[config.mk]
export PLATFORM = sky130hd
export DESIGN_NAME = bramDwc
export DESIGN_NICKNAME = d
export VERILOG_FILES = /design/src/rtl/axiLogPkg.sv /design/src/rtl/bramDwc.sv
export SDC_FILE = /design/constraint.sdc
export NUM_CORES = 1
export LEC_CHECK = 0
export BUFFER_PORTS_ARGS = -buffer_cell sky130_fd_sc_hd__buf_2
export CAP_MARGIN = 30
export CORE_ASPECT_RATIO = 1.4
export CORE_MARGIN = 2
export CORE_UTILIZATION = 30
export DETAILED_ROUTE_END_ITERATION = 16
export PLACE_DENSITY_LB_ADDON = 0.3
export SLEW_MARGIN = 40
export SYNTH_ARGS = -nofsm -noshare
export SYNTH_HDL_FRONTEND = slang
export SYNTH_SLANG_ARGS = --single-unit
export TNS_END_PERCENT = 100
[constraint.sdc]
create_clock -name Clk_CI -period 2.4 [get_ports Clk_CI]
set_input_delay 0.48 -clock Clk_CI [delete_from_list [all_inputs] [get_ports Clk_CI]]
set_output_delay 0.48 -clock Clk_CI [all_outputs]
set_load 0.005 [all_outputs]
[src/rtl/axiLogPkg.sv]
package axiLogPkg;

  // Widths of the logged address channel fields
  localparam int AxiIdWidth = 8;
  localparam int AxiAddrWidth = 32;
  localparam int AxiLenWidth = 8;

  // Free-running cycle counter stored with each entry
  localparam int TimestampWidth = 32;

  // Readout lanes, lane 0 is the lowest
  localparam int LaneWidth = 32;
  localparam int NumLanes = 3;
  localparam int EntryWidth = NumLanes * LaneWidth;

  // Log buffer geometry
  localparam int NumLogEntries = 256;
  localparam int LogCntWidth = $clog2(NumLogEntries);
  localparam int LogCntMax = NumLogEntries - 1;

  // Full flag rises this many entries before the end
  localparam int FullMargin = 64;

  // Entry index in the upper bits, lane in the lower two
  localparam int RdAddrWidth = LogCntWidth + 2;

  // One log word, seen as fields by the logger and as lanes by the readout
  typedef union packed {
    struct packed {
      logic [AxiAddrWidth-1:0] addr;
      logic [LaneWidth-AxiIdWidth-AxiLenWidth-1:0] metaPad;
      logic [AxiIdWidth-1:0] id;
      logic [AxiLenWidth-1:0] len;
      logic [TimestampWidth-1:0] timestamp;
    } fields;
    logic [NumLanes-1:0][LaneWidth-1:0] lanes;
  } logEntryT;

endpackage

[src/rtl/bramDwc.sv]
`timescale 1ns/1ps

module bramDwc
  import axiLogPkg::*;
(
  input  logic                   Clk_CI,
  input  logic                   reset,

  // 32-bit readout port
  input  logic                   rdEn,
  input  logic [RdAddrWidth-1:0] rdAddr,
  output logic [LaneWidth-1:0]   rdData,

  // Entry-wide RAM port B
  output logic                   rdEnB,
  output logic [LogCntWidth-1:0] rdAddrB,
  input  logEntryT               rdDataB
);

  // Lane part of the word address
  logic [RdAddrWidth-LogCntWidth-1:0] laneIn;

  // Lane of the read in flight, aligned with the RAM output
  logic [RdAddrWidth-LogCntWidth-1:0] laneQ;

  // Upper bits pick the entry, lower bits the lane
  assign laneIn = rdAddr[RdAddrWidth-LogCntWidth-1:0];
  assign rdAddrB = rdAddr[RdAddrWidth-1:RdAddrWidth-LogCntWidth];

  // Every readout access is one RAM read
  assign rdEnB = rdEn;

  // Lane is kept only on a read so the output holds with the RAM data
  always_ff @(posedge Clk_CI) begin
    if (reset) begin
      laneQ <= '0;
    end else if (rdEn) begin
      laneQ <= laneIn;
    end
  end

  // Pick the lane from the returned entry
  // the unused fourth lane reads as zero
  always_comb begin
    rdData = '0;
    for (int i = 0; i < NumLanes; i++) begin
      if (laneQ == (RdAddrWidth - LogCntWidth)'(i)) begin
        rdData = rdDataB.lanes[i];
      end
    end
  end

endmodule

==> results.toml <==
[drt]
wl_per_cell_um = 12.7
drtIter0Drc = 9
detail-route-antenna-nets = 0
firstDrtPassIters = 3
drt_wl_total_um = 3180
drc = 0
viasPerCell = 4.82
vias = 1204

[setup_path]
critPathRequiredTime_ns = 1.92
crit_slowest_cell = "nor2b_4"
crit_family = "simple AND/OR/NAND/NOR gates"
cp-end-kind = "output port"
critPathMaxStageDelay_ns = 0.55
critical_path_buf_inv_count = 2
worstPathMaxFanout = 17
path_cells = "nor2b_4, buf_16, o2bb2ai_2, buf_2"
start_kind = "flop"
cp.arrival_ns = 1.55
critical_path_class = "flop to output port"

[layout]
top_register = "laneQ"
fillerInstances = 345
largest_register_ffs = 2
layout_common_cells = "133 x buf_2, 34 x mux2i_1, 30 x o2bb2ai_2"
top_regs = "laneQ x2"
fin_area_um2 = 1670
syn2layout_area_growth_pct = 55.3
antenna_cells = 0
final_nets = 321
layout_commonest_cell = "buf_2"
drive_gt1_share_pct = 81.9

[global_routing]
grt_use_total_pct = 14.2
grt_pass1_vias = 1129
grt_max_degree = 34
antenna_found_initial = 0
overflow = 0
grt_pass1_wl_um = 4440

[cts]
cts.sinks = 2
cts.reportedPaths.clkPinSlew_ns = 0.03
postCtsResizedCells = 0
htree_levels = 1
cts_hold_buf = 0
clockBufferDepth = 2
cts_tree = "yes"
cts_buffers = 3
clock-root-buffer = "clkbuf_8"
clock_latency_ns = 0.21
post_cts_buffers = 0

[die]
core_area_um2 = 3410
die_y_um = 74.9
row_count = 25
die-area_um2 = 4090
io_pins = 150
die_w_um = 54.6
initial_core_util_pct = 31.6

[outcome]
status = "finished clean"

[power]
ir_drop_mv = 0.292
power.internal_mw = 0.314
leakage_nw = 0.823
switching_share_pct = 33.5
p_clk_share_pct = 27.6
comb_power_share_pct = 64.4
power_density_nw_per_um2 = 282
p_switching_mw = 0.158
seqPwrFrac_pct = 7.9

[synthesis]
synthesis.area_um2 = 1080
synth.net_count = 201
yosys_warnings = 0
syn_avg_cell_area_um2 = 11.7
syn_inst = 92
ys_types = 10
synth_seq_cells = 2
seq_area_frac_synth_pct = 3.72

[sta]
grt_setup_unrepaired = "no"
final.setup.tns_ns = 0
hold_violations = 0
fin_crit_ns = 2.03
fin_skew_ns = 0
fmax_mhz = 492
slew_viol_final = 0
fin_crit_sh_pct = 84.6
setup_violations = 0
worst_slew_pin_slew_ns = 0.638
relSlewSlack_pct = 57.4

[placed_design]
port_buffers = 133
place_congestion = 0.703
hpwl_um = 2600
placed_area_um2 = 1630

[flow_run]
cap_violations = 0

[worst_hold_path]
hold_path.class = "primary input to flop"
==> layout make-up <==
type	count	area (um^2)	share of cell area, %
tap	40	50.0	2.99
multi-input combinational	69	830	49.6
timing repair buffer	136	708	42.4
sequential	2	42.5	2.54
clock buffer	3	41.3	2.47
==> final timing paths <==
check                 from          to  slack [ns]  cells after the start
setup / recovery  laneQ[0]  rdData[16]        0.37                      4
hold / removal       reset    laneQ[0]        0.44                      2
setup reg to reg  laneQ[1]    laneQ[1]        1.30                      3
hold reg to reg   laneQ[0]    laneQ[0]        0.86                      3
==> power groups by stage <==
| stage | clock (mW) | combinational, mW | sequential [mW] |
|---|---|---|---|
| 3_3_place_gp | 0 | 0.298 | 0.0376 |
| 2_1_floorplan | 0 | 0.185 | 0.0365 |
| 3_5_place_dp | 0 | 0.310 | 0.0377 |
| 5_1_grt | 0.138 | 0.337 | 0.0376 |
| 4_1_cts | 0.136 | 0.311 | 0.0373 |
| 6_report | 0.130 | 0.304 | 0.0373 |
==> metal layers <==
metal  wire length, um  GRT usage [%]  up-vias
met5                 0              0        -
met4                27           4.44        0
met3               347           2.18        4
met2              1690           28.2       87
met1              1110           14.2      521
li1                  -              -      592
==> synth_stat cells (all sizes together) <==
library cell	instances	area share, %
o2bb2ai	32	43
nor2b	1	1.3
nor2	2	0.70
dfxtp	2	3.7
buf	21	19
mux2i	34	32
==> stage by stage <==
step	instances	power [mW]	hold slack, ns	worst slack (ns)	util [%]
final	250	0.472	0.436	0.369	49.0
after floorplan	92	0.221	0.552	1.01	-
after detailed placement	247	0.347	0.651	0.551	47.8
after global routing	250	0.512	0.445	0.275	49.0
after global placement	246	0.336	0.652	0.416	47.0
after CTS	250	0.484	0.432	0.329	49.0
==> logic make-up after synthesis <==
| family | synth area share (%) |
|---|---|
| AOI/OAI and AO/OA | 43.5 |
| buffers and inverters | 19.2 |
| DFF | 3.72 |
| and+or+nand+nor | 1.98 |
| muxes | 31.6 |
(Power assumes the default switching activity.)
