[src/rtl/axiLogPkg.sv]
package axiLogPkg;

  // Widths of the logged address channel fields
  localparam int AxiIdWidth = 8;
  localparam int AxiAddrWidth = 32;
  localparam int AxiLenWidth = 8;

  // Free-running cycle counter stored with each entry
  localparam int TimestampWidth = 32;

  // Readout lanes, lane 0 is the lowest
  localparam int LaneWidth = 32;
  localparam int NumLanes = 3;
  localparam int EntryWidth = NumLanes * LaneWidth;

  // Log buffer geometry
  localparam int NumLogEntries = 256;
  localparam int LogCntWidth = $clog2(NumLogEntries);
  localparam int LogCntMax = NumLogEntries - 1;

  // Full flag rises this many entries before the end
  localparam int FullMargin = 64;

  // Entry index in the upper bits, lane in the lower two
  localparam int RdAddrWidth = LogCntWidth + 2;

  // One log word, seen as fields by the logger and as lanes by the readout
  typedef union packed {
    struct packed {
      logic [AxiAddrWidth-1:0] addr;
      logic [LaneWidth-AxiIdWidth-AxiLenWidth-1:0] metaPad;
      logic [AxiIdWidth-1:0] id;
      logic [AxiLenWidth-1:0] len;
      logic [TimestampWidth-1:0] timestamp;
    } fields;
    logic [NumLanes-1:0][LaneWidth-1:0] lanes;
  } logEntryT;

endpackage

[src/rtl/axiBramLogger.sv]
`timescale 1ns/1ps

module axiBramLogger
  import axiLogPkg::*;
(
  input  logic                    Clk_CI,
  input  logic                    reset,

  // Observed AXI address channel
  input  logic                    axiValid,
  input  logic                    axiReady,
  input  logic [AxiIdWidth-1:0]   axiId,
  input  logic [AxiAddrWidth-1:0] axiAddr,
  input  logic [AxiLenWidth-1:0]  axiLen,

  // Control and status
  input  logic                    clear,
  output logic                    full,

  // RAM port A
  output logic                    wrEnA,
  output logic [LogCntWidth-1:0]  wrAddrA,
  output logEntryT                wrDataA
);

  // FSM codes
  localparam logic [1:0] StReady = 2'd0;
  localparam logic [1:0] StClearing = 2'd1;
  localparam logic [1:0] StFull = 2'd2;

  logic [1:0] stateQ;
  logic [1:0] stateD;

  // Next entry to write, also the clearing address
  logic [LogCntWidth-1:0] wrCntQ;
  logic [LogCntWidth-1:0] wrCntD;

  logic [TimestampWidth-1:0] timestampQ;
  logic [TimestampWidth-1:0] timestampD;

  // Handshake on the address channel
  logic axiEvent;

  assign axiEvent = axiValid && axiReady;

  // Control FSM
  always_comb begin
    stateD = stateQ;
    wrCntD = wrCntQ;
    wrEnA = 1'b0;
    full = 1'b0;

    case (stateQ)
      StReady: begin
        // Events coinciding with clear are dropped
        if (axiEvent && !clear) begin
          wrEnA = 1'b1;
          wrCntD = wrCntQ + 1'b1;
        end
        // Early warning before the buffer ends
        if (wrCntQ >= LogCntWidth'(LogCntMax - FullMargin)) begin
          full = 1'b1;
        end
        // Last slot, an event here still lands at LogCntMax
        if (wrCntQ == LogCntWidth'(LogCntMax)) begin
          stateD = StFull;
        end
        // Empty log needs no clearing pass
        if (clear && wrCntQ != '0) begin
          wrCntD = '0;
          stateD = StClearing;
        end
      end

      StClearing: begin
        // One zero entry per cycle, clear and events ignored
        wrEnA = 1'b1;
        wrCntD = wrCntQ + 1'b1;
        if (wrCntQ == LogCntWidth'(LogCntMax)) begin
          wrCntD = '0;
          stateD = StReady;
        end
      end

      StFull: begin
        full = 1'b1;
        if (clear) begin
          wrCntD = '0;
          stateD = StClearing;
        end
      end

      default: begin
        wrCntD = '0;
        stateD = StReady;
      end
    endcase
  end

  assign wrAddrA = wrCntQ;

  // Entry formatting, zeros while clearing
  always_comb begin
    wrDataA = '0;
    if (stateQ != StClearing) begin
      wrDataA.fields.timestamp = timestampQ;
      wrDataA.fields.len = axiLen;
      wrDataA.fields.id = axiId;
      wrDataA.fields.addr = axiAddr;
    end
  end

  // Timestamp restarts on clear and during the clearing pass
  // and otherwise wraps naturally at all-ones
  always_comb begin
    if (clear || stateQ == StClearing) begin
      timestampD = '0;
    end else begin
      timestampD = timestampQ + 1'b1;
    end
  end

  always_ff @(posedge Clk_CI) begin
    if (reset) begin
      stateQ <= StReady;
      wrCntQ <= '0;
      timestampQ <= '0;
    end else begin
      stateQ <= stateD;
      wrCntQ <= wrCntD;
      timestampQ <= timestampD;
    end
  end

endmodule

[config.mk]
export PLATFORM = sky130hd
export DESIGN_NAME = axiBramLogger
export DESIGN_NICKNAME = d
export VERILOG_FILES = /design/src/rtl/axiLogPkg.sv /design/src/rtl/axiBramLogger.sv
export SDC_FILE = /design/constraint.sdc
export NUM_CORES = 1
export LEC_CHECK = 0
export ABC_CLOCK_PERIOD_IN_PS = 3100
export CORE_AREA = 2 2 63 71
export DETAILED_ROUTE_END_ITERATION = 10
export DIE_AREA = 0 0 65 73
export DONT_BUFFER_PORTS = 1
export PLACE_DENSITY = 0.82
export SYNTH_ARGS = -nofsm -noshare
export SYNTH_HDL_FRONTEND = slang
export SYNTH_SLANG_ARGS = --single-unit
[constraint.sdc]
create_clock -name Clk_CI -period 3.1 [get_ports Clk_CI]
set_input_delay 0.62 -clock Clk_CI [delete_from_list [all_inputs] [get_ports Clk_CI]]
set_output_delay 0.62 -clock Clk_CI [all_outputs]
set_load 0.05 [all_outputs]
==> flow_metrics.py <==
metrics = {
    "cts": {
        "htreeDepth": 2,
        "insertion_delay_ns": 0.30,
        "cts_tree": "done",
        "numCtsBuffers": 5,
        "clock_tree.root_cell": "clkbuf_8",
        "cts_setup_buffers": 0,
        "cts_resized": 0,
        "clk_pin_slew_ns": 0.08,
        "clockBufferDepth": 2,
        "cts.sink_count": 42,
        "cts_hold_buf": 0,
    },
    "cells_and_area": {
        "fill_cells": 368,
        "fin_cells": 388,
        "multiInputGateArea_um2": 1640,
        "regArea_um2": 841,
        "syn_to_final_growth_pct": 3.26,
        "num_antenna_cells": 0,
        "fin_nets": 389,
        "fin_area_um2": 2730,
        "layout-drive-gt1-share_pct": 5.69,
    },
    "critical_path": {
        "path_max_fanout": 6,
        "cp_slowest_cell": "dfxtp_1",
        "worstSetupPathType": "flop to output port",
        "end_kind": "output port",
        "critPathMaxStageDelay_ns": 0.74,
        "worstPathRequired_ns": 2.48,
        "startpoint_type": "flop",
        "path_cells": "nand3_1 > nor2_1 > o21ai_0 > a21oi_1 > buf_4",
        "crit_arrival_ns": 2.07,
    },
    "yosys": {
        "yosysSeqAreaShare_pct": 31.8,
        "syn_area_per_cell_um2": 7.81,
        "yosysWarnings": 0,
        "netlist_instances": 339,
        "ys_top_cells_by_count": "and2_1, dfxtp_1, nor2_1",
        "yosysMostFrequentCell": "and2_1",
        "synth_area_leader_cell": "dfxtp_1",
        "async_flop_share_pct": 0,
        "synth-edff-count": 0,
        "synth_area_um2": 2650,
        "synth.top_cell.area_share_pct": 31.8,
        "synth_area_leaders": "dfxtp_1, and2_1, xnor2_1",
        "yosys_most_used_dff": "dfxtp_1",
        "synth_seq_cells": 42,
        "ys_types": 40,
    },
    "grt": {
        "antenna_found_initial": 0,
        "gr-usage-met3_pct": 6.17,
        "overflow": 0,
        "grt_max_degree": 57,
        "use_met2_pct": 44.2,
        "gr-usage-all-layers_pct": 25.2,
        "grt_first_pass_wirelength_um": 9290,
        "top_usage_layer": "met2",
        "grtUsageMet1_pct": 30.2,
        "grt_pass1_vias": 1965,
    },
    "power_and_ir_drop": {
        "vdd_drop_max_mv": 0.308,
        "p_leak_nw": 0.957,
        "power.density_nw_per_um2": 477,
    },
    "routing": {
        "drc": 0,
        "wl_per_cell_um": 15.7,
        "ant_nets": 0,
        "drt_wl_total_um": 6100,
        "drtIter0Drc": 154,
        "vias_per_cell": 5.81,
        "vias": 2255,
        "first_pass_iters": 4,
    },
    "timing": {
        "slew_violations": 0,
        "max_slew_margin_pct": 33.2,
        "fin_skew_ns": 0.00725,
        "rsz0062_at_grt": "no",
        "tightest_slew_ns": 1.00,
        "min_period_over_period_pct": 86.9,
        "fmax_mhz": 371,
        "setup_violations": 0,
        "setup_ws_ns": 0.406,
        "fin_tns_setup_ns": 0,
        "min_period_ns": 2.69,
        "finalHoldViolCount": 0,
        "hold_slack_ns": 0.385,
    },
    "placed_design": {
        "place_congestion": 0.833,
        "dpl.cell_count": 380,
        "place_area_um2": 2640,
        "hpwlAfterDp_um": 4570,
        "preCtsSetupSlack_ns": 0.754,
        "port_buffers": 0,
    },
    "die": {
        "ios": 159,
        "row_count": 25,
        "dieArea_um2": 4750,
        "core_um2": 4100,
        "die_h_um": 73,
        "die_w_um": 65,
        "start_util_pct": 64.6,
    },
    "run": {
        "drv_cap": 0,
    },
    "status": {
        "status": "finished, final reports clean",
    },
    "hold_path": {
        "worstHoldPathType": "input port to flop",
    },
}
==> cells by family (layout without fill, tap and decap cells) <==
family	after synthesis	after routing	share of synthesized area, %
AO/OA/AOI/OAI	29	29	7.56
XOR/XNOR	30	30	9.92
adder cells (fa/ha/maj)	3	3	1.42
buffers and inverters	43	23	8.70
flip-flops	42	42	31.8
multiplexers	1	1	0.378
other	1	16	0.142
AND/OR/NAND/NOR	190	190	40.1
==> through the flow <==
| stage | utilization, % | power [mW] |
|---|---|---|
| after floorplan | - | 0.938 |
| after global placement | 64.4 | 0.941 |
| after detailed placement | 64.4 | 0.946 |
| after CTS | 66.7 | 1.31 |
| after global routing | 66.7 | 1.35 |
| final | 66.7 | 1.30 |
==> per-layer routing <==
layer	up-vias	wire (um)
met5	-	0
met4	0	68
met3	7	419
met2	103	3140
met1	1067	2470
li1	1078	-
==> path summary, 6_finish.rpt <==
path / from / slack [ns] / depth (start not counted) / to
setup / recovery: wrAddrA[2] / 0.41 / 5 / full
hold / removal: reset / 0.38 / 1 / stateQ[0]
setup reg to reg: wrAddrA[4] / 0.77 / 5 / wrAddrA[7]
hold reg to reg: timestampQ[0] / 0.47 / 1 / timestampQ[0]
==> placed cells by master, fill, tap and decap left out, drive strengths merged, types with 2 or more instances in the layout <==
| master | synthesis | routed |
|---|---|---|
| a21oi | 10 | 10 |
| a31oi | 2 | 2 |
| and2 | 83 | 83 |
| and4 | 6 | 6 |
| buf | 19 | 7 |
| clkbuf | 16 | 6 |
| conb | 1 | 16 |
| dfxtp | 42 | 42 |
| ha | 3 | 3 |
| inv | 8 | 8 |
| nand2 | 13 | 13 |
| nand2b | 2 | 2 |
| nand3 | 13 | 13 |
| nand4 | 8 | 8 |
| nor2 | 39 | 39 |
| nor2b | 3 | 3 |
| nor3 | 5 | 5 |
| nor4 | 9 | 9 |
| nor4b | 2 | 2 |
| o21ai | 8 | 8 |
| o311ai | 2 | 2 |
| o41ai | 2 | 2 |
| or3 | 4 | 4 |
| or4 | 2 | 2 |
| xnor2 | 18 | 18 |
| xor2 | 12 | 12 |
==> worst max-delay path: cells and delay by family (launching register included) <==
kind / cells / cell delay (ns)
buffers and inverters: 1 / 0.21
AO/OA/AOI/OAI: 2 / 0.28
AND/OR/NAND/NOR: 2 / 0.53
flip-flops: 1 / 0.74
==> state kept, by name (all words and copies together), names as in the netlist <==
| signal | count |
|---|---|
| stateQ | 2 |
| timestampQ | 32 |
| wrAddrA | 8 |
==> layout make-up <==
type	instances	area share (%)
repair buffers	7	2.38
clock buffers	6	3.02
well taps	54	2.47
flip-flops and latches	42	30.8
multi-input cells	269	59.8
clock inverters	2	0.458
inverters	8	1.10
==> power breakdown <==
part	total (mW)	internal (mW)	switching, mW
combinational	0.384	0.0498	0.334
sequential	0.549	0.544	0.00522
clock	0.372	0.179	0.193
total	1.30	0.772	0.532
Power figures use the tool's default switching activity.
